**src/hdl/mul_pkg.sv**
```systemverilog
// multiplier constants and types; unsigned operands only, width fixed at build time
package mul_pkg;

    localparam int op_width   = 16;
    localparam int prod_width = 2 * op_width;

    // bit counter covers op_width steps
    localparam int cnt_width = $clog2(op_width);

    // start seen in idle to done high
    localparam int mul_latency = 2 * op_width + 2;

    typedef enum logic [2:0] {
        idle  = 3'd0,
        init  = 3'd1,
        add   = 3'd2,
        shift = 3'd3,
        done  = 3'd4
    } mul_state_e;

    // multiplier in the upper half, multiplicand in the lower
    typedef struct packed {
        logic [op_width-1:0] multiplier;
        logic [op_width-1:0] multiplicand;
    } operand_fields_t;

    // raw view for byte merging, field view for the datapath
    typedef union packed {
        logic [prod_width-1:0] raw;
        operand_fields_t       fields;
    } operand_word_u;

endpackage

```
**src/hdl/axil_pkg.sv**
```systemverilog
// register port constants; 4-bit byte addresses, word access only, unmapped offsets give slverr
package axil_pkg;

    // bus widths
    localparam int addr_width = 4;
    localparam int data_width = 32;
    localparam int strb_width = data_width / 8;

    // register map
    localparam logic [addr_width-1:0] addr_ctrl     = 4'h0;
    localparam logic [addr_width-1:0] addr_operands = 4'h4;
    localparam logic [addr_width-1:0] addr_product  = 4'h8;

    // ctrl write bit and status read bits
    localparam int ctrl_start_bit  = 0;
    localparam int status_busy_bit = 0;
    localparam int status_done_bit = 1;

    // responses, exokay and decerr never produced
    localparam logic [1:0] resp_okay   = 2'b00;
    localparam logic [1:0] resp_slverr = 2'b10;

endpackage
```
**src/hdl/mul_if.sv**
```systemverilog
// multiplier command and result; start is a single-cycle pulse, ignored while busy
`timescale 1ns/100ps

interface mul_if;

    logic                            start;
    logic [mul_pkg::op_width-1:0]    multiplicand;
    logic [mul_pkg::op_width-1:0]    multiplier;
    logic                            busy;
    logic                            done;
    logic [mul_pkg::prod_width-1:0]  product;

    modport master (
        output start, multiplicand, multiplier,
        input  busy, done, product
    );

    modport slave (
        input  start, multiplicand, multiplier,
        output busy, done, product
    );

endinterface

```
**src/hdl/reg_if.sv**
```systemverilog
// decoded register access; one-cycle strobes, read data and errors valid in the same cycle
`timescale 1ns/100ps

interface reg_if;

    // write side
    logic                                 wr_en;
    logic [axil_pkg::addr_width-1:0]      wr_addr;
    logic [axil_pkg::data_width-1:0]      wr_data;
    logic [axil_pkg::strb_width-1:0]      wr_strb;
    logic                                 wr_err;

    // read side
    logic                                 rd_en;
    logic [axil_pkg::addr_width-1:0]      rd_addr;
    logic [axil_pkg::data_width-1:0]      rd_data;
    logic                                 rd_err;

    modport master (
        output wr_en, wr_addr, wr_data, wr_strb, rd_en, rd_addr,
        input  rd_data, wr_err, rd_err
    );

    modport slave (
        input  wr_en, wr_addr, wr_data, wr_strb, rd_en, rd_addr,
        output rd_data, wr_err, rd_err
    );

endinterface

```
**src/hdl/mul_axil_top.sv**
```systemverilog
// multiplier peripheral top; plain AXI4-Lite slave ports, one outstanding access per channel
`timescale 1ns/100ps

module mul_axil_top (
    input  logic                               clk,
    input  logic                               rst_n,

    input  logic [axil_pkg::addr_width-1:0]    awaddr,
    input  logic                               awvalid,
    output logic                               awready,

    input  logic [axil_pkg::data_width-1:0]    wdata,
    input  logic [axil_pkg::strb_width-1:0]    wstrb,
    input  logic                               wvalid,
    output logic                               wready,

    output logic [1:0]                         bresp,
    output logic                               bvalid,
    input  logic                               bready,

    input  logic [axil_pkg::addr_width-1:0]    araddr,
    input  logic                               arvalid,
    output logic                               arready,

    output logic [axil_pkg::data_width-1:0]    rdata,
    output logic [1:0]                         rresp,
    output logic                               rvalid,
    input  logic                               rready
);

    reg_if reg_bus ();
    mul_if mul_bus ();

    axil_slave u_slave (
        .clk     (clk),
        .rst_n   (rst_n),
        .awaddr  (awaddr),
        .awvalid (awvalid),
        .awready (awready),
        .wdata   (wdata),
        .wstrb   (wstrb),
        .wvalid  (wvalid),
        .wready  (wready),
        .bresp   (bresp),
        .bvalid  (bvalid),
        .bready  (bready),
        .araddr  (araddr),
        .arvalid (arvalid),
        .arready (arready),
        .rdata   (rdata),
        .rresp   (rresp),
        .rvalid  (rvalid),
        .rready  (rready),
        .regs    (reg_bus.master)
    );

    mul_regs u_regs (
        .clk   (clk),
        .rst_n (rst_n),
        .regs  (reg_bus.slave),
        .mul   (mul_bus.master)
    );

    shift_add_mul u_mul (
        .clk   (clk),
        .rst_n (rst_n),
        .mul   (mul_bus.slave)
    );

endmodule

```
**src/hdl/shift_add_mul.sv**
```systemverilog
// sequential unsigned multiplier; two cycles per multiplier bit, start dropped unless idle
`timescale 1ns/100ps

module shift_add_mul (
    input  logic clk,
    input  logic rst_n,
    mul_if.slave mul
);

    mul_pkg::mul_state_e                state_q;
    mul_pkg::mul_state_e                state_d;

    // extra top bit holds the carry of the add
    logic [mul_pkg::prod_width:0]       acc_q;
    logic [mul_pkg::op_width-1:0]       mplier_q;
    logic [mul_pkg::op_width-1:0]       mcand_q;
    logic [mul_pkg::cnt_width-1:0]      bit_cnt_q;
    logic [mul_pkg::prod_width-1:0]     product_q;
    logic                               last_bit;

    assign last_bit = (bit_cnt_q == mul_pkg::cnt_width'(mul_pkg::op_width - 1));

    always_ff @(posedge clk or negedge rst_n) begin
        if (!rst_n) begin
            state_q <= mul_pkg::idle;
        end else begin
            state_q <= state_d;
        end
    end

    always_comb begin
        state_d = state_q;
        case (state_q)
            mul_pkg::idle:  state_d = mul.start ? mul_pkg::init : mul_pkg::idle;
            mul_pkg::init:  state_d = mul_pkg::add;
            mul_pkg::add:   state_d = mul_pkg::shift;
            mul_pkg::shift: state_d = last_bit ? mul_pkg::done : mul_pkg::add;
            mul_pkg::done:  state_d = mul_pkg::idle;
            default:        state_d = mul_pkg::idle;
        endcase
    end

    always_ff @(posedge clk or negedge rst_n) begin
        if (!rst_n) begin
            acc_q     <= '0;
            mplier_q  <= '0;
            mcand_q   <= '0;
            bit_cnt_q <= '0;
            product_q <= '0;
        end else begin
            case (state_q)
                mul_pkg::init: begin
                    // operands only sampled here
                    acc_q     <= '0;
                    mplier_q  <= mul.multiplier;
                    mcand_q   <= mul.multiplicand;
                    bit_cnt_q <= '0;
                end
                mul_pkg::add: begin
                    if (mplier_q[0]) begin
                        acc_q[mul_pkg::prod_width:mul_pkg::op_width] <=
                            acc_q[mul_pkg::prod_width:mul_pkg::op_width] + {1'b0, mcand_q};
                    end
                end
                mul_pkg::shift: begin
                    acc_q     <= {1'b0, acc_q[mul_pkg::prod_width:1]};
                    mplier_q  <= {1'b0, mplier_q[mul_pkg::op_width-1:1]};
                    bit_cnt_q <= bit_cnt_q + 1'b1;
                    // product lands as the FSM enters done
                    if (last_bit) begin
                        product_q <= acc_q[mul_pkg::prod_width:1];
                    end
                end
                default: begin
                end
            endcase
        end
    end

    assign mul.busy    = (state_q != mul_pkg::idle);
    assign mul.done    = (state_q == mul_pkg::done);
    assign mul.product = product_q;

endmodule

```
**src/hdl/mul_regs.sv**
```systemverilog
// register block; start needs ctrl byte 0 strobed, product is read-only, no read side effects
`timescale 1ns/100ps

module mul_regs (
    input  logic  clk,
    input  logic  rst_n,
    reg_if.slave  regs,
    mul_if.master mul
);

    mul_pkg::operand_word_u             opnd_q;
    logic                               start_q;
    logic                               done_q;
    logic [mul_pkg::prod_width-1:0]     prod_q;

    logic                               wr_ctrl;
    logic                               wr_opnd;
    logic                               start_wr;
    logic                               done_now;
    logic [mul_pkg::prod_width-1:0]     prod_now;
    logic [axil_pkg::data_width-1:0]    status;

    assign wr_ctrl  = regs.wr_en && (regs.wr_addr == axil_pkg::addr_ctrl);
    assign wr_opnd  = regs.wr_en && (regs.wr_addr == axil_pkg::addr_operands);
    assign start_wr = wr_ctrl && regs.wr_strb[0] && regs.wr_data[axil_pkg::ctrl_start_bit];

    // access errors
    assign regs.wr_err = regs.wr_en && !(regs.wr_addr == axil_pkg::addr_ctrl ||
                                         regs.wr_addr == axil_pkg::addr_operands);
    assign regs.rd_err = regs.rd_en && !(regs.rd_addr == axil_pkg::addr_ctrl ||
                                         regs.rd_addr == axil_pkg::addr_operands ||
                                         regs.rd_addr == axil_pkg::addr_product);

    always_ff @(posedge clk or negedge rst_n) begin
        if (!rst_n) begin
            opnd_q.raw <= '0;
            start_q    <= 1'b0;
            done_q     <= 1'b0;
            prod_q     <= '0;
        end else begin
            start_q <= start_wr;
            // byte strobe merge
            if (wr_opnd) begin
                for (int b = 0; b < axil_pkg::strb_width; b++) begin
                    if (regs.wr_strb[b]) begin
                        opnd_q.raw[8*b +: 8] <= regs.wr_data[8*b +: 8];
                    end
                end
            end
            // a new start wins over a finishing run
            if (start_wr) begin
                done_q <= 1'b0;
            end else if (mul.done) begin
                done_q <= 1'b1;
            end
            if (mul.done) begin
                prod_q <= mul.product;
            end
        end
    end

    // done cycle visible without waiting for the capture
    assign done_now = done_q || mul.done;
    assign prod_now = mul.done ? mul.product : prod_q;

    always_comb begin
        status = '0;
        status[axil_pkg::status_busy_bit] = mul.busy;
        status[axil_pkg::status_done_bit] = done_now;
    end

    always_comb begin
        case (regs.rd_addr)
            axil_pkg::addr_ctrl:     regs.rd_data = status;
            axil_pkg::addr_operands: regs.rd_data = opnd_q.raw;
            axil_pkg::addr_product:  regs.rd_data = prod_now;
            default:                 regs.rd_data = '0;
        endcase
    end

    assign mul.start        = start_q;
    assign mul.multiplicand = opnd_q.fields.multiplicand;
    assign mul.multiplier   = opnd_q.fields.multiplier;

endmodule

```
**src/hdl/axil_slave.sv**
```systemverilog
// AXI4-Lite slave; one transaction per channel, aw and w must arrive together, ready depends on valid
`timescale 1ns/100ps

module axil_slave (
    input  logic                               clk,
    input  logic                               rst_n,

    input  logic [axil_pkg::addr_width-1:0]    awaddr,
    input  logic                               awvalid,
    output logic                               awready,

    input  logic [axil_pkg::data_width-1:0]    wdata,
    input  logic [axil_pkg::strb_width-1:0]    wstrb,
    input  logic                               wvalid,
    output logic                               wready,

    output logic [1:0]                         bresp,
    output logic                               bvalid,
    input  logic                               bready,

    input  logic [axil_pkg::addr_width-1:0]    araddr,
    input  logic                               arvalid,
    output logic                               arready,

    output logic [axil_pkg::data_width-1:0]    rdata,
    output logic [1:0]                         rresp,
    output logic                               rvalid,
    input  logic                               rready,

    reg_if.master                              regs
);

    logic wr_accept;
    logic rd_accept;

    // pending response blocks the next accept
    assign wr_accept = awvalid && wvalid && !bvalid;
    assign rd_accept = arvalid && !rvalid;

    assign awready = wr_accept;
    assign wready  = wr_accept;
    assign arready = rd_accept;

    // one-cycle access toward the register block
    assign regs.wr_en   = wr_accept;
    assign regs.wr_addr = awaddr;
    assign regs.wr_data = wdata;
    assign regs.wr_strb = wstrb;

    assign regs.rd_en   = rd_accept;
    assign regs.rd_addr = araddr;

    // write response
    always_ff @(posedge clk or negedge rst_n) begin
        if (!rst_n) begin
            bvalid <= 1'b0;
            bresp  <= axil_pkg::resp_okay;
        end else if (wr_accept) begin
            bvalid <= 1'b1;
            bresp  <= regs.wr_err ? axil_pkg::resp_slverr : axil_pkg::resp_okay;
        end else if (bready) begin
            bvalid <= 1'b0;
        end
    end

    // read response, data captured in the accept cycle
    always_ff @(posedge clk or negedge rst_n) begin
        if (!rst_n) begin
            rvalid <= 1'b0;
            rresp  <= axil_pkg::resp_okay;
            rdata  <= '0;
        end else if (rd_accept) begin
            rvalid <= 1'b1;
            if (regs.rd_err) begin
                rresp <= axil_pkg::resp_slverr;
                rdata <= '0;
            end else begin
                rresp <= axil_pkg::resp_okay;
                rdata <= regs.rd_data;
            end
        end else if (rready) begin
            rvalid <= 1'b0;
        end
    end

endmodule

```
**config.mk**
```make
export PLATFORM = sky130hd
export DESIGN_NAME = mul_axil_top
export DESIGN_NICKNAME = d
export VERILOG_FILES = /design/src/hdl/mul_pkg.sv /design/src/hdl/axil_pkg.sv /design/src/hdl/mul_if.sv /design/src/hdl/reg_if.sv /design/src/hdl/mul_axil_top.sv /design/src/hdl/shift_add_mul.sv /design/src/hdl/mul_regs.sv /design/src/hdl/axil_slave.sv
export SDC_FILE = /design/constraint.sdc
export NUM_CORES = 1
export LEC_CHECK = 0
export BUFFER_PORTS_ARGS = -buffer_cell sky130_fd_sc_hd__buf_2
export CAP_MARGIN = 30
export CORE_ASPECT_RATIO = 1.1
export CORE_MARGIN = 1.5
export CORE_UTILIZATION = 45
export CTS_CLUSTER_DIAMETER = 40
export DETAILED_ROUTE_END_ITERATION = 7
export GPL_ROUTABILITY_DRIVEN = 0
export PLACE_DENSITY_LB_ADDON = 0.08
export SLEW_MARGIN = 20
export SYNTH_ARGS = -nofsm -noshare
export SYNTH_HDL_FRONTEND = slang
export SYNTH_SLANG_ARGS = --single-unit
```
**constraint.sdc**
```tcl
create_clock -name clk -period 3.9 [get_ports clk]
set_input_delay 0.195 -clock clk [delete_from_list [all_inputs] [get_ports clk]]
set_output_delay 0.195 -clock clk [all_outputs]
set_load 0.01 [all_outputs]
```
==> summary.md <==
| Metric | Value |
|---|---|
| Post-Synth Adder-Cell Area | `2.57%` |
| Commonest non-fill, non-tap cell in the layout | `dfrtp_1` |
| I/O pin count | `92` |
| Final wirelength | `21,800 um` |
| Maximum clock path buffer count | `3` |
| EDFF count, synth | `0` |
| F_max | `373 MHz` |
| Mux share of post-synthesis cell area | `16.1%` |
| Grt ovf | `0` |
| DRC errors left | `0` |
| Fillers | `1,673` |
| Setup TNS | `0 ns` |
| Final hold violation count | `0` |
| NetSw | `2.38 mW` |
| Combinational family with the most area after synthesis | `multiplexers` |
| Max-cap violations | `0` |
| P per Cell Area | `678 nW/um^2` |
| Row count | `54` |
| Post-CTS Repair Setup Buffers | `0` |
| Status | `completed` |
| Critical Path AT | `3.13 ns` |
| RSZ-0062 raised after global routing | `no` |
| Die width | `138 um` |
| First-pass DRT Iterations | `5` |
| Global Route Usage Sum | `20.8%` |
| Via Count | `6,275` |
| Layout Utilization | `56.8%` |
| CP required | `4.35 ns` |
| Rel. slew slack | `40.2%` |
| DP Wirelength | `14,700 um` |
| Layout area overhead | `24.2%` |
| Min Tclk post-route | `2.68 ns` |
| Worst hold path class | `input pin to flop` |
| Cts bufs inserted | `30` |
| Clock Tree Root | `clkbuf_16` |
| Sequential share of power | `39.5%` |
| ANT cells | `0` |
| Initial Util | `45.7%` |
| Clock transition at path regs | `0.06 ns` |
| Logic gate share of total power | `23.3%` |
| Net switching fraction of the power | `31.2%` |
| Synth Area in Compound Gates | `13.7%` |
| Main synth FF type | `dfrtp_1` |
| Ratio of cells with drive above 1 in the final layout | `28.9%` |
| Worst setup EP type | `flop` |
| Peak fanout along the critical path | `4` |
| CP bufs+invs | `1` |
| PortBufs | `89` |
| Die area | `21,000 um^2` |
| # hold bufs at CTS | `38` |
| #FFs+latches synth | `205` |
| CTS tree | `yes` |
| Post-Syn Area per Cell | `12.6 um^2` |
| Nets@finish | `924` |
| Simple-gate share of the synthesized area | `6.94%` |
| Final antenna-violating net count | `0` |
| Final worst-path cycle share | `68.7%` |
| Clk_lat worst skew | `0.54 ns` |
| Pleak | `5.73 nW` |
| Worst-Margin Slew | `0.897 ns` |
| Startpoint types | `flop` |
| Crit-path slowest cell | `fa_1` |
| Max Transition Viols Final | `0` |
| Post-CTS sizing | `0` |
| Seq/Total Area, Yosys | `56.7%` |
| Largest net degree at the start of global routing | `119` |
| XOR/XNOR share of the synthesized area | `0.968%` |
| Synth Instances | `720` |
| Most frequent cells in the layout | `dfrtp_1, buf_2, mux2_2, nand2_1, a22o_1` |
| CP top delay family | `compound AO/OA/AOI/OAI gates` |
| First-pass GRT wire length | `34,800 um` |
| Clk_skew | `0.0199 ns` |
| Post-synth ARST share | `100%` |
| Number of global-route vias before repair | `6,396` |
| Core area | `19,800 um^2` |
| Worst path max stage delay | `0.44 ns` |
| Iteration-0 DRC count of the detailed router | `313` |
| H-tree depth | `1` |
| Clk pwr share | `37.2%` |
| Antenna violations before repair | `0` |
| Wire per inst | `19.3 um` |
| WS Path Type | `flop to flop` |
| Synth warn | `0` |
| Synth unique cells | `54` |
| Setup-failing EPs final | `0` |
| Internal | `5.24 mW` |
| Worst vdd ir | `0.405 mV` |
| Critical-path cell list | `ha_1 -> inv_1 -> fa_1 -> nand2b_1 -> a21o_1 -> a31o_2 -> a211oi_2 -> a41o_1 -> mux2i_1` |
| Post-Synthesis Cell Area | `9050 um^2` |
| Clk sinks | `205` |
| Vias per std cell | `5.55` |
| Die height | `152 um` |
cells in the mapped netlist (all sizes together) (5+ instances only):
master | instances | area share [%]
ha | 17 | 2.4
clkbuf | 16 | 0.66
inv | 15 | 0.62
a22o | 63 | 6.1
buf | 24 | 1.7
a22oi | 11 | 0.91
nor2 | 22 | 1.1
nand2 | 70 | 3.2
a211oi | 5 | 0.47
o21a | 5 | 0.41
dfrtp | 205 | 57
nand2b | 5 | 0.35
a21o | 9 | 0.75
mux2i | 18 | 2.0
nand3 | 19 | 1.1
mux2 | 113 | 14
o21ai | 38 | 2.1
a21oi | 20 | 1.1
xor2 | 6 | 0.58
cells by family after synthesis:
family	count (synthesis)
and+or+nand+nor	130
other	1
AOI/OAI and AO/OA	170
muxes	131
adders and majority gates	18
DFF	205
xor gates and xnor gates	10
buffers and inverters	55
metrics by stage:
step	instance area, um^2	setup slack (ns)	hold slack (ns)	cells	power [mW]
global route	11200	1.08	0.0397	1130	8.06
global placement	9740	1.31	0.376	1035	4.73
detailed placement	9740	1.26	0.385	1035	4.79
floorplan	9050	1.65	-0.101	721	3.75
CTS	11200	1.26	0.0142	1128	7.68
finish	11200	1.22	0.0263	1130	7.62
sequential cells by signal (all words and copies together), names as in the netlist, 4 cells and up:
register / cells
u_mul.acc_q: 32
u_mul.mul.product: 32
u_regs.opnd_q: 32
u_regs.prod_q: 32
u_slave.rdata: 32
u_mul.mcand_q: 16
u_mul.mplier_q: 16
u_mul.bit_cnt_q: 4
tightest hold or removal path: stages:
cell and delay [ns]:
buf_2 0.12, nand2_1 0.06, nor3_1 0.06, nor2_1 0.09
routing by layer:
layer  track usage [%]  wire (um)
met1              27.5       9800
met2              36.3      11000
met3              3.17        707
met4              5.11        279
met5                 0          0
power by group through the flow:
stage               Combinational [mW]  Sequential, mW  Clock (mW)
CTS                               1.77            3.02        2.89
floorplan                         1.02            2.73           0
finish                            1.77            3.01        2.83
global placement                  1.68            3.04           0
detailed placement                1.73            3.05           0
global route                      1.98            3.07        3.00
worst paths after layout:
path | start | end | depth (start not counted) | slack, ns
hold / removal | wstrb[0] | u_regs.done_q$_DFFE_PN0P_ | 4 | 0.03
min in group asynchronous | rst_n | u_slave.rdata[8]$_DFFE_PN0P_ | 2 | 0.12
hold reg to reg | u_regs.mul.start$_DFF_PN0_ | u_mul.state_q[0]$_DFF_PN0_ | 1 | 0.48
setup reg to reg | u_mul.acc_q[16]$_DFFE_PN0P_ | u_mul.acc_q[32]$_DFFE_PN0P_ | 9 | 1.22
setup / recovery | u_mul.acc_q[16]$_DFFE_PN0P_ | u_mul.acc_q[32]$_DFFE_PN0P_ | 9 | 1.22
max in group asynchronous | rst_n | u_mul.mplier_q[9]$_DFFE_PN0P_ | 4 | 2.66
final cells by class:
cell class | instances | area [um^2] | area share [%]
Clock buffer | 39 | 856 | 7.62
Clock inverter | 16 | 221 | 1.97
Inverter | 15 | 56.3 | 0.501
Multi-Input combinational cell | 461 | 3670 | 32.7
Sequential cell | 205 | 5130 | 45.7
Tap cell | 252 | 315 | 2.81
Timing Repair Buffer | 142 | 983 | 8.75
Power figures use the tool's default switching activity.
